## src/hdl/ctrlPkg.sv

```systemverilog
package ctrlPkg;

	////////////////////////////////////////
	// Widths
	localparam int dataWidth = 16;  // Instruction word
	localparam int opWidth = 4;
	localparam int regWidth = 4;
	localparam int opExWidth = 4;
	localparam int immWidth = 8;
	localparam int psrWidth = 5;
	localparam int arbWidth = 3;    // Arbiter count

	localparam int linkReg = 15;       // Return address register for JAL
	localparam int cpuFirstSlot = 2;   // Slots 0 and 1 belong to video

	// Status register bit positions
	localparam int psrC = 0;
	localparam int psrL = 1;
	localparam int psrF = 2;
	localparam int psrZ = 3;
	localparam int psrN = 4;

	////////////////////////////////////////
	// Encodings
	typedef enum logic
	{
		FETCH = 1'b0,
		DECODE = 1'b1
	} ctrlState_t;

	typedef enum logic [opWidth-1:0]
	{
		RTYPE = 4'h0, ANDI = 4'h1, ORI = 4'h2, XORI = 4'h3,
		OTYPE = 4'h4, ADDI = 4'h5, ADDUI = 4'h6, STYPE = 4'h8,
		SUBI = 4'h9, CMPI = 4'hB, BCOND = 4'hC, MOVI = 4'hD,
		LUI = 4'hF
	} opcode_t;

	// Register ALU extensions, same codes as the immediate opcodes
	typedef enum logic [opExWidth-1:0]
	{
		AND = 4'h1, OR = 4'h2, XOR = 4'h3, ADD = 4'h5,
		ADDU = 4'h6, SUB = 4'h9, CMP = 4'hB, MOV = 4'hD
	} rExt_t;

	typedef enum logic [opExWidth-1:0]
	{
		JAL = 4'h8,
		JCOND = 4'hC,
		SCOND = 4'hD
	} oExt_t;

	typedef enum logic [opExWidth-1:0]
	{
		LLSHI = 4'h0, LRSHI = 4'h1, ALSHUI = 4'h2,
		ARSHUI = 4'h3, LSH = 4'h4, ASHU = 4'h6
	} sExt_t;

	typedef enum logic [regWidth-1:0]
	{
		EQ = 4'h0, NE = 4'h1, CS = 4'h2, CC = 4'h3, HI = 4'h4,
		LS = 4'h5, GT = 4'h6, LE = 4'h7, FS = 4'h8, FC = 4'h9,
		LO = 4'hA, HS = 4'hB, LT = 4'hC, GE = 4'hD, UC = 4'hE
	} cond_t;

	typedef enum logic [3:0]
	{
		ALU_NOP, ALU_ADD, ALU_ADDU, ALU_SUB, ALU_AND, ALU_OR, ALU_XOR,
		ALU_MOV, ALU_LUI, ALU_SLL, ALU_SRL, ALU_SLA, ALU_SRA
	} aluOp_t;

	// Register file write-back source
	typedef enum logic [1:0]
	{
		WB_LINK = 2'd0,
		WB_COND = 2'd1,
		WB_ALU = 2'd2
	} wbSel_t;

endpackage

```

## src/hdl/fetchSequencer.sv

```systemverilog
`timescale 1ns/1ps

module fetchSequencer import ctrlPkg::*;
(
	input logic clk,
	input logic rst,
	input logic [arbWidth-1:0] acnt,
	input logic [dataWidth-1:0] instruction,
	output ctrlState_t state,
	output logic [dataWidth-1:0] inst
);

	logic cpuSlot;
	ctrlState_t nextState;

	// Processor owns every slot from cpuFirstSlot up
	assign cpuSlot = (acnt >= arbWidth'(cpuFirstSlot));

	// Two states only, so the next one is always the other
	assign nextState = (state == FETCH) ? DECODE : FETCH;

	////////////////////////////////////////
	// State register

	always_ff @(posedge clk or negedge rst)
	begin
		if (!rst)
			state <= FETCH;
		else if (cpuSlot)
			state <= nextState;  // Video slots hold the state
	end

	////////////////////////////////////////
	// Instruction latch

	// Follows the ROM while fetching, so the word at the edge
	// leaving FETCH is the one held through decode
	always_ff @(posedge clk or negedge rst)
	begin
		if (!rst)
			inst <= '0;
		else if (state == FETCH)
			inst <= instruction;
	end

endmodule

```

## src/hdl/conditionUnit.sv

```systemverilog
`timescale 1ns/1ps

module conditionUnit import ctrlPkg::*;
(
	input logic clk,
	input logic rst,
	input logic psrEn,
	input logic [psrWidth-1:0] psrIn,
	input cond_t condCode,
	output logic condTrue
);

	logic [psrWidth-1:0] psr;
	logic flagC;
	logic flagL;
	logic flagF;
	logic flagZ;
	logic flagN;

	////////////////////////////////////////
	// Status register

	always_ff @(posedge clk or negedge rst)
	begin
		if (!rst)
			psr <= '0;
		else if (psrEn)
			psr <= psrIn;  // Flags from the ALU
	end

	assign flagC = psr[psrC];
	assign flagL = psr[psrL];
	assign flagF = psr[psrF];
	assign flagZ = psr[psrZ];
	assign flagN = psr[psrN];

	////////////////////////////////////////
	// Condition evaluation

	always_comb
	begin
		case (condCode)
			EQ: condTrue = flagZ;
			NE: condTrue = ~flagZ;
			CS: condTrue = flagC;
			CC: condTrue = ~flagC;
			HI: condTrue = flagL;
			LS: condTrue = ~flagL;
			GT: condTrue = flagN;
			LE: condTrue = ~flagN;
			FS: condTrue = flagF;
			FC: condTrue = ~flagF;
			HS: condTrue = flagZ | flagL;        // Higher or same
			GE: condTrue = flagZ | flagN;
			LO: condTrue = ~(flagZ | flagL);
			LT: condTrue = ~(flagZ | flagN);
			UC: condTrue = 1'b1;                 // Unconditional
			default: condTrue = 1'b0;
		endcase
	end

endmodule

```

## src/hdl/instructionDecoder.sv

```systemverilog
`timescale 1ns/1ps

module instructionDecoder import ctrlPkg::*;
(
	input ctrlState_t state,
	input logic [dataWidth-1:0] inst,
	input logic condTrue,
	output cond_t condCode,
	output logic psrEn,
	output logic romCe,
	output logic romOe,
	output logic branch,
	output logic jump,
	output logic immMux,
	output logic pcEn,
	output logic regWrite,
	output logic condResult,
	output wbSel_t wbSel,
	output logic [regWidth-1:0] rDst,
	output logic [regWidth-1:0] rSrc,
	output logic [immWidth-1:0] immVal,
	output aluOp_t aluOp
);

	opcode_t opcode;
	logic [regWidth-1:0] dstField;
	logic [opExWidth-1:0] extField;
	logic [regWidth-1:0] srcField;
	logic [immWidth-1:0] immField;
	logic [immWidth-1:0] shiftImm;

	// Shared mapping for register and immediate ALU forms
	function automatic aluOp_t aluMap(input logic [opExWidth-1:0] code);
		case (rExt_t'(code))
			AND: aluMap = ALU_AND;
			OR: aluMap = ALU_OR;
			XOR: aluMap = ALU_XOR;
			ADD: aluMap = ALU_ADD;
			ADDU: aluMap = ALU_ADDU;
			SUB, CMP: aluMap = ALU_SUB;  // Compare is a subtract
			MOV: aluMap = ALU_MOV;
			default: aluMap = ALU_NOP;
		endcase
	endfunction

	////////////////////////////////////////
	// Field split

	assign opcode = opcode_t'(inst[dataWidth-1 -: opWidth]);
	assign dstField = inst[dataWidth-opWidth-1 -: regWidth];
	assign extField = inst[dataWidth-opWidth-regWidth-1 -: opExWidth];
	assign srcField = inst[regWidth-1:0];
	assign immField = inst[immWidth-1:0];
	assign shiftImm = {{(immWidth-regWidth){1'b0}}, srcField};  // Zero extended

	// Jump carries its condition in the destination field
	assign condCode = (opcode == OTYPE && oExt_t'(extField) == JCOND) ?
		cond_t'(dstField) : cond_t'(srcField);

	////////////////////////////////////////
	// Control levels

	always_comb
	begin
		psrEn = 1'b0;
		romCe = 1'b1;  // Active low
		romOe = 1'b1;  // Active low
		branch = 1'b0;
		jump = 1'b0;
		immMux = 1'b0;
		pcEn = 1'b0;
		regWrite = 1'b0;
		condResult = 1'b0;
		wbSel = WB_ALU;
		rDst = '0;
		rSrc = '0;
		immVal = '0;
		aluOp = ALU_NOP;
		if (state == FETCH)
		begin
			romCe = 1'b0;
			romOe = 1'b0;
		end
		else
		begin
			case (opcode)
				ANDI, ORI, XORI, ADDI, ADDUI, SUBI, CMPI, MOVI, LUI:
				begin
					rDst = dstField;
					immVal = immField;
					aluOp = (opcode == LUI) ? ALU_LUI : aluMap(opcode);
					immMux = 1'b1;
					pcEn = 1'b1;
					psrEn = 1'b1;
					regWrite = (opcode != CMPI);
				end
				RTYPE:
				begin
					aluOp = aluMap(extField);
					if (aluOp != ALU_NOP)  // Unknown extension keeps defaults
					begin
						rDst = dstField;
						rSrc = srcField;
						pcEn = 1'b1;
						psrEn = 1'b1;
						regWrite = (rExt_t'(extField) != CMP);
					end
				end
				STYPE:
				begin
					case (sExt_t'(extField))
						LSH: aluOp = ALU_SLL;
						ASHU: aluOp = ALU_SLA;
						LLSHI: aluOp = ALU_SLL;
						LRSHI: aluOp = ALU_SRL;
						ALSHUI: aluOp = ALU_SLA;
						ARSHUI: aluOp = ALU_SRA;
						default: aluOp = ALU_NOP;
					endcase
					// Shifts write but leave the flags alone
					if (aluOp != ALU_NOP)
					begin
						rDst = dstField;
						regWrite = 1'b1;
						pcEn = 1'b1;
						if (sExt_t'(extField) == LSH || sExt_t'(extField) == ASHU)
							rSrc = srcField;
						else
							immVal = shiftImm;
					end
				end
				BCOND:
				begin
					immVal = immField;  // Branch displacement
					immMux = 1'b1;
					pcEn = 1'b1;
					branch = condTrue && condCode != UC;
				end
				OTYPE:
				begin
					case (oExt_t'(extField))
						JAL:
						begin
							jump = 1'b1;
							rDst = regWidth'(linkReg);
							rSrc = srcField;
							regWrite = 1'b1;
							wbSel = WB_LINK;
							pcEn = 1'b1;
						end
						JCOND:
						begin
							rSrc = srcField;  // Target address register
							jump = condTrue;
							pcEn = 1'b1;
						end
						SCOND:
						begin
							rDst = dstField;
							regWrite = 1'b1;
							wbSel = WB_COND;
							condResult = condTrue && condCode != UC;
							pcEn = 1'b1;
						end
						default: ;
					endcase
				end
				default: ;
			endcase
		end
	end

endmodule

```

## src/hdl/controller.sv

```systemverilog
`timescale 1ns/1ps

module controller import ctrlPkg::*;
(
	input logic clk,
	input logic rst,
	input logic [arbWidth-1:0] acnt,           // Memory arbiter count
	input logic [dataWidth-1:0] instruction,   // From ROM
	input logic [psrWidth-1:0] psrIn,          // ALU flags
	output ctrlState_t ps,
	output logic branch,
	output logic jump,
	output logic immMux,
	output logic pcEn,
	output logic regWrite,
	output logic romCe,
	output logic romOe,
	output logic condResult,
	output wbSel_t wbSel,
	output logic [regWidth-1:0] rDst,
	output logic [regWidth-1:0] rSrc,
	output logic [immWidth-1:0] immVal,
	output aluOp_t aluOp
);

	logic [dataWidth-1:0] inst;
	logic psrEn;
	logic condTrue;
	cond_t condCode;

	fetchSequencer fetchSequencer_i
	(
		.clk(clk),
		.rst(rst),
		.acnt(acnt),
		.instruction(instruction),
		.state(ps),
		.inst(inst)
	);

	conditionUnit conditionUnit_i
	(
		.clk(clk),
		.rst(rst),
		.psrEn(psrEn),
		.psrIn(psrIn),
		.condCode(condCode),
		.condTrue(condTrue)
	);

	instructionDecoder instructionDecoder_i
	(
		.state(ps),
		.inst(inst),
		.condTrue(condTrue),
		.condCode(condCode),
		.psrEn(psrEn),
		.romCe(romCe),
		.romOe(romOe),
		.branch(branch),
		.jump(jump),
		.immMux(immMux),
		.pcEn(pcEn),
		.regWrite(regWrite),
		.condResult(condResult),
		.wbSel(wbSel),
		.rDst(rDst),
		.rSrc(rSrc),
		.immVal(immVal),
		.aluOp(aluOp)
	);

endmodule

```

## config.mk

```make
export PLATFORM = sky130hd
export DESIGN_NAME = controller
export DESIGN_NICKNAME = d
export VERILOG_FILES = /design/src/hdl/ctrlPkg.sv /design/src/hdl/fetchSequencer.sv /design/src/hdl/conditionUnit.sv /design/src/hdl/instructionDecoder.sv /design/src/hdl/controller.sv
export SDC_FILE = /design/constraint.sdc
export NUM_CORES = 1
export LEC_CHECK = 0
export BUFFER_PORTS_ARGS = -buffer_cell sky130_fd_sc_hd__buf_2
export CAP_MARGIN = 40
export CORE_MARGIN = 5
export CORE_UTILIZATION = 25
export DETAILED_ROUTE_END_ITERATION = 16
export PLACE_DENSITY = 0.57
export SLEW_MARGIN = 0
export SYNTH_ARGS = -nofsm -noshare
export SYNTH_HDL_FRONTEND = slang
export SYNTH_SLANG_ARGS = --single-unit
```

## constraint.sdc

```tcl
create_clock -name clk -period 2 [get_ports clk]
set_input_delay 0.5 -clock clk [delete_from_list [all_inputs] [get_ports clk]]
set_output_delay 0.5 -clock clk [all_outputs]
set_load 0.005 [all_outputs]
```

After elaboration in Yosys (flattened, before gate mapping)

Memories as Yosys holds them, arrays and structs flattened.
Index checks and enable logic that the tools add are counted.

Register bits after elaboration: 22
ROM bits: 96
Output and inout bits: 31
Word-level logic and storage cells: 118
Memories: 2

Memories:

| name            | words | width | rd ports | clocked after memory_dff | wr ports | line                     | source |
|---|---|---|---|---|---|---|---|
| (no name shown) | 16    | 3     | 1        | 0                        | 0        | instructionDecoder.sv:34 | `case (rExt_t'(code))` |
| (no name shown) | 16    | 3     | 1        | 0                        | 0        | instructionDecoder.sv:34 |  |

$lt $le $gt $ge: 1
Equal/unequal tests: 37
Mux-type cells: 51
Bitwise logic cells: 9
Reductions and logical operators: 15

Operator list:

| kind               | count |
|---|---|
| $eq 4x4->1 const B | 16 |
| $mux 4             | 16 |
| $eq 4x3->1 const B | 9 |
| $pmux 4 s4         | 2 |
| $eq 4x2->1 const B | 6 |
| $pmux 4 s3         | 2 |
| $mux 1             | 19 |
| $mux 8             | 2 |
| $pmux 8 s2         | 1 |
| $pmux 1 s15        | 1 |
| $eq 4x1->1 const B | 3 |
| $logic_not 4->1    | 3 |
| $ne 4x4->1 const B | 3 |
| $reduce_or 10->1   | 1 |
| $reduce_or 9->1    | 1 |
| $pmux 1 s4         | 2 |
| $pmux 4 s2         | 1 |
| $reduce_bool 4->1  | 2 |
| $reduce_or 2->1    | 4 |
| $not 1->1          | 7 |
| $mux 2             | 2 |
| $pmux 1 s2         | 2 |
| $pmux 2 s2         | 1 |
| $ge 3x2->1 const B | 1 |
| other kinds (4)    | 6 |

Longest topological paths before layout

Depth after elaboration: 9
Mapped depth: 7
Gate-level depth less buffers: 5

Hierarchy

Synthesis repeated with hierarchy kept, for this count alone.

Cells, all modules: 201
Area, all modules: 1900.6 sq um

By module, submodules not included:

| module             | instances | cells an instance | area each (sq um) | seq. area each (sq um) |
|---|---|---|---|---|
| instructionDecoder | 1         | 130               | 859.6             | 0.0 |
| fetchSequencer     | 1         | 37                | 683.2             | 425.4 |
| conditionUnit      | 1         | 34                | 357.8             | 125.1 |

Least setup slack after synthesis

OpenSTA, ideal clock, no wires.

Path kind: register -> output
Start: register fetchSequencer_i.inst[15]
End: output port rDst[0]
Arrival time: 1.576 ns
Required time: 1.500 ns
Path slack: -0.076 ns
Stages on the path, launching flop included: 7
Cells stage by stage: dfrtp_1 > buf_4 > or3b_4 > o21a_1 > o22a_2 > a311oi_4 > o21a_1

Cells in the longest elaborated chain, start to end: 4
Elaborated cells on any way between the ends: 15

RTL lines:

| what                                     | line                     | source |
|---|---|---|
| from (decl)                              | fetchSequencer.sv:10     | `output logic [dataWidth-1:0] inst` |
| from (signal assigned)                   | fetchSequencer.sv:43     | `inst <= instruction;` |
| $eq 4x1->1, or another cell as far along | instructionDecoder.sv:86 | `case (opcode)` |
| $reduce_or 9->1                          | instructionDecoder.sv:86 |  |
| $pmux 4 s4 (*)                           | instructionDecoder.sv:86 |  |
| $mux 4 (*)                               | instructionDecoder.sv:79 | `if (state == FETCH)` |
| to (decl)                                | controller.sv:20         | `output logic [regWidth-1:0] rDst,` |

Every way passes the cells marked *; elsewhere a longest branch is shown, timed or not.

Final worst setup path

Start: register fetchSequencer_i.inst[14]
End: output port rDst[3]

Same word-level chain as after synthesis.

==> metrics.txt <==
pre-CTS WS=-0.285 ns; MaxCap Viol Count=0; Final Max Tran Viols=0; Power Density=1790 nW/µm²; initial antenna violation count=0; Worst Tran Pin Value=0.515 ns; maximum vdd drop=675 µV; CTS Sinks=22; Synth Cell Area=1930 µm²; final clock period utilization by the worst path=126%; post-layout util=40.1%; Critical Path RT=1.50 ns; die footprint=9590 µm²; RSZ-0062 raised after global routing=true; EDFF count, synth=0; yosys warns=0; Longest Clk Path Bufs=2; crit path time final=~2.5 ns; pin count of the biggest net entering global routing=23; drt via density=4.68; Final Net Count=373; TritonCTS clock tree=done; dominant cell type by area after synthesis=dfrtp_1; Max-Slew Margin vs Limit=about 66%; asr flop ratio synth=100%; crit path kind=reg -> out; htree depth=1; Post-CTS Hold Buffers=0; WL final=6.15 mm; Critical Path AT=2.03 ns; Cell Rows=32; RD Place Congestion=approximately 0.85; diode count=0; Leak=around 1.4 nW; Hold Crit Class=in -> async; Detailed Routing Iterations Pass 1=4; Post-synth top flop=dfrtp_1; final worst setup slack=-0.525 ns; startpoint types=flip-flop; grt ovf=0; Core ar.=7610 µm²; Post-DRT Antenna Nets=0; Max Clock Skew=0.00132 ns; Fin. Hold Viols=0; Die Y=97.9 µm; Synth-to-Final Area Change=58.0%; share of layout cells above drive strength 1=between 50% and 60%; DP Wirelength=about 4.6 mm; drt wl/cell=13.8 µm; post-synthesis register bit count=22; status=finished with violations; Syn Area/Cell=8.15 µm²; num ports=57; vias=approximately 2.1k; failing checks=negative setup slack; Final setup violation count=32; syn nets=263; vias in the first global route=2140; Max Clk Rate=0.396 GHz; sequential element share of the synthesized area=between 20% and 30%; Clock Latency Late Sink=0.26 ns; most frequent cells in the layout=buf_4 (64), buf_2 (55), nand2_1 (19); overall routing resource usage=about an eighth; critical-path maximum fanout=4; Num CTS Buffers=3; Clock Tree Root=clkbuf_8; CTS clock-pin slew for the worst setup and hold paths=0.08 ns; Die Span X=97.9 µm; CP endpoint kind=primary output; starting DRC count in detailed routing=92; global-route wire length before repair=10.1 mm; Remaining DRCs=0; most common cell after layout, fill and taps aside=buf_4; number of port buffers=55; share of the synthesized area in the top cell type=28.5%; Yosys cell types=60; Post-Synthesis Cells=237; top post-synthesis cells by area=dfrtp_1 (28%), mux2_2 (7.6%), nand2_1 (4.3%); Initial Util=about a quarter
[worst paths after layout]
kind	start	end	slack, ns	cells past startpoint
max	fetchSequencer_i.inst[14]	rDst[3]	-0.53	6
min	rst	fetchSequencer_i.state	0.20	1
max reg2reg	fetchSequencer_i.inst[5]	conditionUnit_i.psr[1]	-0.03	9
min reg2reg	conditionUnit_i.psr[2]	conditionUnit_i.psr[2]	0.56	1
max in group asynchronous	rst	fetchSequencer_i.inst[0]	1.43	1
min in group clk	instruction[2]	fetchSequencer_i.inst[2]	0.46	3
[where the power goes]
part / leakage, nW / switching (mW) / internal (mW)
Sequential: 0.255 / 0.383 / 0.682
Clock: 0.0216 / 0.143 / 0.134
Combinational: 1.11 / 1.90 / 2.23
[registers in the layout (all words and copies together) (netlist names)]
| signal | cells |
|---|---|
| fetchSequencer_i.state | 1 |
| conditionUnit_i.psr | 5 |
| fetchSequencer_i.inst | 16 |
[cells by family after synthesis]
group	synth area share, %
and+or+nand+nor	24.7
AOI/OAI and AO/OA	24.3
buffers and inverters	6.80
DFF	28.5
muxes	12.0
xor gates and xnor gates	3.63
[cells in the mapped netlist, types with 6 or more instances]
cell type  instances
dfrtp_1           22
nand2_1           22
nor2_1            20
a21oi_1           15
o21ai_0           14
mux2_2            13
clkbuf_1          12
inv_1              7
nand2b_1           7
and2_1             6
buf_2              6
o21a_1             6
[routing by layer]
layer	global-route usage [%]	up-vias	part of all wire, %
li1	-	1062	-
met1	15.7	986	45
met2	22.3	40	49
met3	2.93	6	4.4
met4	1.70	0	0.73
met5	0	-	0
[through the flow]
step           hold WS (ns)  cell area, µm²  TNS (ns)  power, mW  cells
5_1_grt               0.246            3050    -13.52       5.91    447
6_report              0.204            3050    -10.67       5.47    447
3_5_place_dp          0.507            2700     -4.93       4.47    434
4_1_cts               0.221            2910    -10.50       5.16    444
3_3_place_gp          0.509            2700     -4.57       4.43    434
2_1_floorplan         0.204            1940    -0.288       2.94    237
[area by class of cell]
type / instances / area [µm²]
tap: 102 / 128
multi-input combinational: 185 / 1440
inverter: 7 / 26.3
fill: 806 / 4560
clock buffer: 3 / 41.3
timing repair buffer: 128 / 857
sequential: 22 / 556
[repair_timing]
action,CTS,global route
pin swaps,15,10
gates resized for setup,33,27
setup buffers,7,4
gates cloned,0,0
setup endpoints to repair,33,33
[critical path, stage by stage, from the launching register on]
cell and delay, ns:
dfrtp_1 0.41, or3b_4 0.43, o21a_1 0.11, o22a_2 0.23
a311oi_4 0.29, o21a_1 0.18, buf_2 0.11
Power figures use the tool's default switching activity.
